==> src/common/rtc_pkg.sv <==
`default_nettype none

package rtc_pkg;

  localparam int DATA_W      = 8;
  localparam int ADDR_W      = 8;
  localparam int FIELD_COUNT = 8;
  localparam int FIELD_W     = 3;

  // chip register map
  localparam logic [ADDR_W-1:0] CTRL_ADDR       = 8'h02;
  localparam logic [ADDR_W-1:0] FIELD_BASE_ADDR = 8'h21; // seconds register

  // control register commands
  localparam logic [DATA_W-1:0] CTRL_RESET = 8'h10;
  localparam logic [DATA_W-1:0] CTRL_CLEAR = 8'h00;

  // reset hold between the two command writes
  localparam int                    INIT_CNT_W  = 7;
  localparam logic [INIT_CNT_W-1:0] INIT_CYCLES = 7'd74;

  // index k sits at FIELD_BASE_ADDR + k
  typedef enum logic [FIELD_W-1:0] {
    F_SECONDS,
    F_MINUTES,
    F_HOURS,
    F_DATE,
    F_MONTH,
    F_YEAR,
    F_WEEKDAY,
    F_WEEKNUM
  } field_e;

endpackage

`default_nettype wire

==> src/buttons/button_pulser.sv <==
`timescale 1ns/1ns
`default_nettype none

module button_pulser (
  input  logic clk,
  input  logic rst_n_i,
  input  logic button_i,
  output logic press_o
);

  logic [1:0] sync_q; // two-flop synchroniser
  logic       last_q; // synchronised level, one cycle old
  logic       press_q;

  always_ff @(posedge clk or negedge rst_n_i)
  begin
    if (!rst_n_i)
    begin
      sync_q  <= 2'b00;
      last_q  <= 1'b0;
      press_q <= 1'b0;
    end
    else
    begin
      sync_q  <= {sync_q[0], button_i};
      last_q  <= sync_q[1];
      press_q <= sync_q[1] & ~last_q; // rising edge only
    end
  end

  // a held button stays high in last_q, so no repeat until it drops
  assign press_o = press_q;

endmodule

`default_nettype wire

==> src/logic/field_cursor.sv <==
`timescale 1ns/1ns
`default_nettype none

module field_cursor (
  input  logic           clk,
  input  logic           rst_n_i,
  input  logic           left_i,
  input  logic           right_i,
  output rtc_pkg::field_e field_o
);

  rtc_pkg::field_e field_q;

  always_ff @(posedge clk or negedge rst_n_i)
  begin
    if (!rst_n_i)
    begin
      field_q <= rtc_pkg::F_SECONDS;
    end
    else if (right_i && !left_i)
    begin
      if (field_q == rtc_pkg::F_WEEKNUM)
        field_q <= rtc_pkg::F_SECONDS; // wrap forward
      else
        field_q <= rtc_pkg::field_e'(field_q + 1'b1);
    end
    else if (left_i && !right_i)
    begin
      if (field_q == rtc_pkg::F_SECONDS)
        field_q <= rtc_pkg::F_WEEKNUM; // wrap back
      else
        field_q <= rtc_pkg::field_e'(field_q - 1'b1);
    end
  end

  assign field_o = field_q;

endmodule

`default_nettype wire

==> src/logic/field_editor.sv <==
`timescale 1ns/1ns
`default_nettype none

module field_editor (
  input  logic                       clk,
  input  logic                       rst_n_i,
  input  logic                       up_i,
  input  logic                       down_i,
  input  logic                       busy_i,
  input  logic                       cmd_wr_i,
  input  logic [rtc_pkg::DATA_W-1:0] cmd_data_i,
  input  rtc_pkg::field_e            field_i,
  input  logic [rtc_pkg::DATA_W-1:0] seconds_i,
  input  logic [rtc_pkg::DATA_W-1:0] minutes_i,
  input  logic [rtc_pkg::DATA_W-1:0] hours_i,
  input  logic [rtc_pkg::DATA_W-1:0] date_i,
  input  logic [rtc_pkg::DATA_W-1:0] month_i,
  input  logic [rtc_pkg::DATA_W-1:0] year_i,
  input  logic [rtc_pkg::DATA_W-1:0] weekday_i,
  input  logic [rtc_pkg::DATA_W-1:0] weeknum_i,
  output logic                       wr_o,
  output logic [rtc_pkg::ADDR_W-1:0] wr_addr_o,
  output logic [rtc_pkg::DATA_W-1:0] wr_data_o
);

  logic [rtc_pkg::DATA_W-1:0] values [rtc_pkg::FIELD_COUNT];
  logic [rtc_pkg::DATA_W-1:0] cur_val;
  logic [rtc_pkg::DATA_W-1:0] new_val;
  logic [rtc_pkg::ADDR_W-1:0] field_addr;
  logic                       edit_req;
  logic                       wr_q;

  // read-back values in chip order
  assign values[0] = seconds_i;
  assign values[1] = minutes_i;
  assign values[2] = hours_i;
  assign values[3] = date_i;
  assign values[4] = month_i;
  assign values[5] = year_i;
  assign values[6] = weekday_i;
  assign values[7] = weeknum_i;

  assign cur_val = values[field_i];
  assign new_val = up_i ? cur_val + 1'b1 : cur_val - 1'b1; // wraps mod 256

  assign field_addr = rtc_pkg::FIELD_BASE_ADDR
                    + {{(rtc_pkg::ADDR_W-rtc_pkg::FIELD_W){1'b0}}, field_i};

  // both buttons at once cancel out
  assign edit_req = (up_i ^ down_i) & ~busy_i;

  always_ff @(posedge clk or negedge rst_n_i)
  begin
    if (!rst_n_i)
      wr_q <= 1'b0;
    else
      wr_q <= cmd_wr_i | edit_req;
  end

  always_ff @(posedge clk)
  begin
    if (cmd_wr_i)
    begin
      wr_addr_o <= rtc_pkg::CTRL_ADDR; // init commands win
      wr_data_o <= cmd_data_i;
    end
    else if (edit_req)
    begin
      wr_addr_o <= field_addr;
      wr_data_o <= new_val;
    end
  end

  assign wr_o = wr_q;

endmodule

`default_nettype wire

==> src/logic/init_sequencer.sv <==
`timescale 1ns/1ns
`default_nettype none

module init_sequencer (
  input  logic                       clk,
  input  logic                       rst_n_i,
  input  logic                       start_i,
  output logic                       busy_o,
  output logic                       rtc_reset_o,
  output logic                       cmd_wr_o,
  output logic [rtc_pkg::DATA_W-1:0] cmd_data_o
);

  typedef enum logic [1:0] {
    ST_IDLE,
    ST_HOLD, // chip held in reset, counting down
    ST_TAIL  // clear command issued, busy drops next
  } state_e;

  state_e                           state_q;
  logic [rtc_pkg::INIT_CNT_W-1:0]   cnt_q;
  logic                             cmd_wr_q;
  logic [rtc_pkg::DATA_W-1:0]       cmd_data_q;

  always_ff @(posedge clk or negedge rst_n_i)
  begin
    if (!rst_n_i)
    begin
      state_q  <= ST_IDLE;
      cnt_q    <= '0;
      cmd_wr_q <= 1'b0;
    end
    else
    begin
      cmd_wr_q <= 1'b0;
      case (state_q)
        ST_IDLE:
        begin
          if (start_i)
          begin
            state_q  <= ST_HOLD;
            cnt_q    <= rtc_pkg::INIT_CYCLES;
            cmd_wr_q <= 1'b1; // reset command
          end
        end
        ST_HOLD:
        begin
          if (cnt_q == '0)
          begin
            state_q  <= ST_TAIL;
            cmd_wr_q <= 1'b1; // clear command
          end
          else
          begin
            cnt_q <= cnt_q - 1'b1;
          end
        end
        default:
        begin
          state_q <= ST_IDLE;
        end
      endcase
    end
  end

  always_ff @(posedge clk)
  begin
    if (state_q == ST_IDLE)
      cmd_data_q <= rtc_pkg::CTRL_RESET;
    else if (state_q == ST_HOLD && cnt_q == '0)
      cmd_data_q <= rtc_pkg::CTRL_CLEAR;
  end

  assign busy_o      = (state_q != ST_IDLE);
  assign rtc_reset_o = (state_q == ST_HOLD);
  assign cmd_wr_o    = cmd_wr_q;
  assign cmd_data_o  = cmd_data_q;

endmodule

`default_nettype wire

==> src/logic/rtc_writer_top.sv <==
`timescale 1ns/1ns
`default_nettype none

module rtc_writer_top (
  input  logic                       clk,
  input  logic                       rst_n_i,
  input  logic                       start_i,
  input  logic                       btn_up_i,
  input  logic                       btn_down_i,
  input  logic                       btn_left_i,
  input  logic                       btn_right_i,
  input  logic [rtc_pkg::DATA_W-1:0] seconds_i,
  input  logic [rtc_pkg::DATA_W-1:0] minutes_i,
  input  logic [rtc_pkg::DATA_W-1:0] hours_i,
  input  logic [rtc_pkg::DATA_W-1:0] date_i,
  input  logic [rtc_pkg::DATA_W-1:0] month_i,
  input  logic [rtc_pkg::DATA_W-1:0] year_i,
  input  logic [rtc_pkg::DATA_W-1:0] weekday_i,
  input  logic [rtc_pkg::DATA_W-1:0] weeknum_i,
  output logic                       rtc_reset_o,
  output logic                       busy_o,
  output logic                       wr_o,
  output logic [rtc_pkg::ADDR_W-1:0] wr_addr_o,
  output logic [rtc_pkg::DATA_W-1:0] wr_data_o
);

  logic                       up_press;
  logic                       down_press;
  logic                       left_press;
  logic                       right_press;
  rtc_pkg::field_e            field_sel;
  logic                       cmd_wr;
  logic [rtc_pkg::DATA_W-1:0] cmd_data;

  button_pulser u_btn_up (
    .clk      (clk),
    .rst_n_i  (rst_n_i),
    .button_i (btn_up_i),
    .press_o  (up_press)
  );

  button_pulser u_btn_down (
    .clk      (clk),
    .rst_n_i  (rst_n_i),
    .button_i (btn_down_i),
    .press_o  (down_press)
  );

  button_pulser u_btn_left (
    .clk      (clk),
    .rst_n_i  (rst_n_i),
    .button_i (btn_left_i),
    .press_o  (left_press)
  );

  button_pulser u_btn_right (
    .clk      (clk),
    .rst_n_i  (rst_n_i),
    .button_i (btn_right_i),
    .press_o  (right_press)
  );

  field_cursor u_cursor (
    .clk     (clk),
    .rst_n_i (rst_n_i),
    .left_i  (left_press),
    .right_i (right_press),
    .field_o (field_sel)
  );

  init_sequencer u_init (
    .clk         (clk),
    .rst_n_i     (rst_n_i),
    .start_i     (start_i),
    .busy_o      (busy_o),
    .rtc_reset_o (rtc_reset_o),
    .cmd_wr_o    (cmd_wr),
    .cmd_data_o  (cmd_data)
  );

  field_editor u_editor (
    .clk        (clk),
    .rst_n_i    (rst_n_i),
    .up_i       (up_press),
    .down_i     (down_press),
    .busy_i     (busy_o),
    .cmd_wr_i   (cmd_wr),
    .cmd_data_i (cmd_data),
    .field_i    (field_sel),
    .seconds_i  (seconds_i),
    .minutes_i  (minutes_i),
    .hours_i    (hours_i),
    .date_i     (date_i),
    .month_i    (month_i),
    .year_i     (year_i),
    .weekday_i  (weekday_i),
    .weeknum_i  (weeknum_i),
    .wr_o       (wr_o),
    .wr_addr_o  (wr_addr_o),
    .wr_data_o  (wr_data_o)
  );

endmodule

`default_nettype wire

==> config.mk <==
export PLATFORM = sky130hd
export DESIGN_NAME = rtc_writer_top
export DESIGN_NICKNAME = d
export VERILOG_FILES = /design/src/common/rtc_pkg.sv /design/src/buttons/button_pulser.sv /design/src/logic/field_cursor.sv /design/src/logic/field_editor.sv /design/src/logic/init_sequencer.sv /design/src/logic/rtc_writer_top.sv
export SDC_FILE = /design/constraint.sdc
export NUM_CORES = 1
export LEC_CHECK = 0
export BUFFER_PORTS_ARGS = -buffer_cell sky130_fd_sc_hd__buf_2
export CELL_PAD_IN_SITES_DETAIL_PLACEMENT = 0
export CELL_PAD_IN_SITES_GLOBAL_PLACEMENT = 1
export CORE_ASPECT_RATIO = 2
export CORE_MARGIN = 5
export CORE_UTILIZATION = 35
export DETAILED_ROUTE_END_ITERATION = 8
export PLACE_DENSITY = 0.73
export SLEW_MARGIN = 20
export SYNTH_ARGS = -nofsm -noshare
export SYNTH_HDL_FRONTEND = slang
export SYNTH_HIERARCHICAL = 1
export SYNTH_SLANG_ARGS = --single-unit
==> constraint.sdc <==
create_clock -name clk -period 3.4 [get_ports clk]
set_input_delay 0.34 -clock clk [delete_from_list [all_inputs] [get_ports clk]]
set_output_delay 0.34 -clock clk [all_outputs]
set_load 0.01 [all_outputs]
==> metrics.txt <==
CP endpoint kind flop; Max Fclk 0.317 GHz; Seq pwr share 29.0%; Worst Slack Setup Final 0.243 ns; nets 411; Post-synth ARST share 68.2%; Compound-Gate Fraction of Synth Area 9.11%; Sw Share 38.1%; post-synthesis sequential area ratio 40.8%; Placer Congestion 0.810; largest net degree at the start of global routing 31; Place WS 0.223 ns; Post CTS Setup Buffer Count 0; synth warn 6; M1 GR Usage 12.6%; post-synthesis simple-gate area fraction 14.1%; Worst-path clk slew 0.06 ns; Worst Path Required 3.42 ns; die area 9740 µm²; share of the synthesized area in the top cell type 27.6%; post-synth top area cell dfrtp_1; Relative slew margins 56.7%; # IOs 90; cts hold-fix bufs 0; Max-cap violations 0; Total GRT Usage 13.6%; layer with the highest usage met2; Peak VDD IR 453 µV; # DRC 0; vias in the first global route 2206; Synth Area in XOR/XNOR 2.90%; layout cells sized above 1 40.7%; largest cells by area after synthesis dfrtp_1, edfxtp_1, mux4_2; Clk network pwr share 17.5%; Fin. Hold Viols 0; Mapped Cells 235; grt total ovfl 0; WL per Instance 15.3 µm; Max FO, Critical Path 11; total wire length 6390 µm; most common cell after layout, fill and taps aside buf_2; Max H-tree Level 2; GR Util met2 27.0%; CTS Root Cell clkbuf_16; Primary FF master, synth dfrtp_1; mean post-synth cell area 11.6 µm²; unrepaired setup endpoints after global routing no; min cycle time layout 3.16 ns; Setup violations, final 0; via count 2051; Static Leak 0.00158 µW; Final Cycle Share 92.9%; post-CTS sizing 0; Chip Width 72.3 µm; power per cell area 908 nW/µm²; internal power 1900 µW; Starting Density 35.8%; clock latency on the worst-skew pair 0.28 ns; crit path DAT 3.17 ns; Logic pwr share 53.4%; CTS tree built; TritonRoute pass-1 iters 4; Post-synth EDFFs 8; initial DRC count 78; row count 45; outcome finished clean; Die Y 135 µm; initial antenna violation count 0; area grow syn2layout 24.6%; total CTS buffers 5; M3 GR Usage 3.06%; clk_skew 0.00314 ns; Slew @ Worst Pin 0.649 ns; Filler cells 750; post-synthesis adder-cell area fraction 8.10%; drt via density 4.91; most frequent cells in the layout buf_2, dfrtp_1, nand2_1, nor2_1, ha_1; max-slew violation total from the final report 0; largest family of logic cells by synthesized area multiplexers; port bufs 86; NetSw 1170 µW; post-synth cell types 51; Post-Syn Area 2720 µm²; core area 7600 µm²; flops & latches, synth 44; setup TNS 0 ns; clock sinks 44; CTS max path bufs 2; first-pass GRT wire length 10300 µm; mux share of post-synthesis cell area 18.8%; CP startpoint kind flop; Routed Antenna Nets 0; min-delay worst type input port to async pin; WS Path Type flop to flop; placed wire-length estimate 5290 µm; n_diodes 0
## synthesized netlist by cell type, types with 2 or more instances
cell type and instances:
edfxtp_1 8, o21ai_0 12, o21bai_1 2, mux4_1 4, nor2b_4 4, conb_1 2, nor2_1 16, a21oi_1 9
dfrtp_1 30, mux2i_1 8, nand3_1 5, inv_1 11, nor3b_1 2, a211oi_2 2, clkbuf_1 4, o221ai_1 2
buf_4 10, mux2_2 9, mux4_2 10, nand4_1 4, a21o_1 2, a211oi_1 3, ha_1 16, buf_2 2
nand2_1 18, nand3b_1 3, dfxtp_1 6, xnor2_1 8
## metal layers
layer	up-vias	routed length (µm)
li1	1010	-
met5	-	0
met1	967	2100
met2	60	3720
met4	0	171
met3	14	396
## cell families after synthesis
kind of cell | after synthesis
buf+inv | 30
xor+xnor | 9
compound gates | 38
fa+ha+maj | 17
other cells | 2
flops | 44
mux | 31
simple gates | 64
## cell type report
type	instances	area (µm²)	share of cell area, %
Multi-Input combinational cell	169	1480	43.6
Sequential cell	44	1110	32.8
Timing Repair Buffer	91	468	13.8
Clock buffer	5	125	3.69
Tap cell	94	118	3.47
Inverter	12	45.0	1.33
Clock inverter	3	42.5	1.26
## metrics by stage
stage / hold slack [ns] / total power (µW) / instance area, µm² / utilization, % / instances
finish: 0.0841 / 3070 / 3390 / 44.6 / 418
detailed placement: 0.335 / 2590 / 3220 / 42.4 / 410
floorplan: 0.0444 / 2120 / 2750 / - / 243
global placement: 0.332 / 2560 / 3220 / 42.4 / 410
CTS: 0.114 / 3140 / 3390 / 44.6 / 418
global route: 0.146 / 3340 / 3390 / 44.6 / 418
## flip-flops by register name, summed over array words and instances, names as in the netlist, 2 cells and up
register            cells
u_cursor/field_o        3
u_editor/wr_data_o      8
u_init/state_q          2
u_btn_up/sync_q         2
u_btn_down/sync_q       2
u_init/cnt_q            7
u_btn_right/sync_q      2
u_editor/wr_addr_o      5
u_btn_left/sync_q       2
## critical path, cell delays in order, from the launching register on
cell	delay, ns
dfrtp_1	0.58
buf_4	0.28
mux4_2	0.51
mux2_2	0.29
ha_1	0.29
a21o_1	0.18
a21oi_1	0.23
o21bai_1	0.10
a21oi_1	0.19
xor2_1	0.16
o21ai_0	0.08
## final timing paths
| path | from | depth (start not counted) | slack, ns | end |
|---|---|---|---|---|
| max | u_cursor/field_o[0]$_DFFE_PN0P_ | 10 | 0.24 | u_editor/wr_data_o[6]$_DFFE_PP_ |
| min | rst_n_i | 1 | 0.08 | u_btn_up/press_o$_DFF_PN0_ |
| max reg2reg | u_cursor/field_o[0]$_DFFE_PN0P_ | 10 | 0.24 | u_editor/wr_data_o[6]$_DFFE_PP_ |
| min reg2reg | u_btn_right/sync_q[0]$_DFF_PN0_ | 0 | 0.35 | u_btn_right/sync_q[1]$_DFF_PN0_ |
| max in group asynchronous | rst_n_i | 1 | 2.90 | u_cursor/field_o[1]$_DFFE_PN0P_ |
| min in group clk | btn_up_i | 1 | 0.16 | u_btn_up/sync_q[0]$_DFF_PN0_ |
## power groups by stage
stage | Combinational, µW | Clock [µW] | Sequential, µW
after floorplan | 1260 | 0 | 858
after global placement | 1660 | 0 | 902
after detailed placement | 1680 | 0 | 907
after CTS | 1690 | 551 | 899
after global routing | 1840 | 576 | 919
final | 1640 | 539 | 892
No activity file was read; power rests on OpenSTA's default activity.
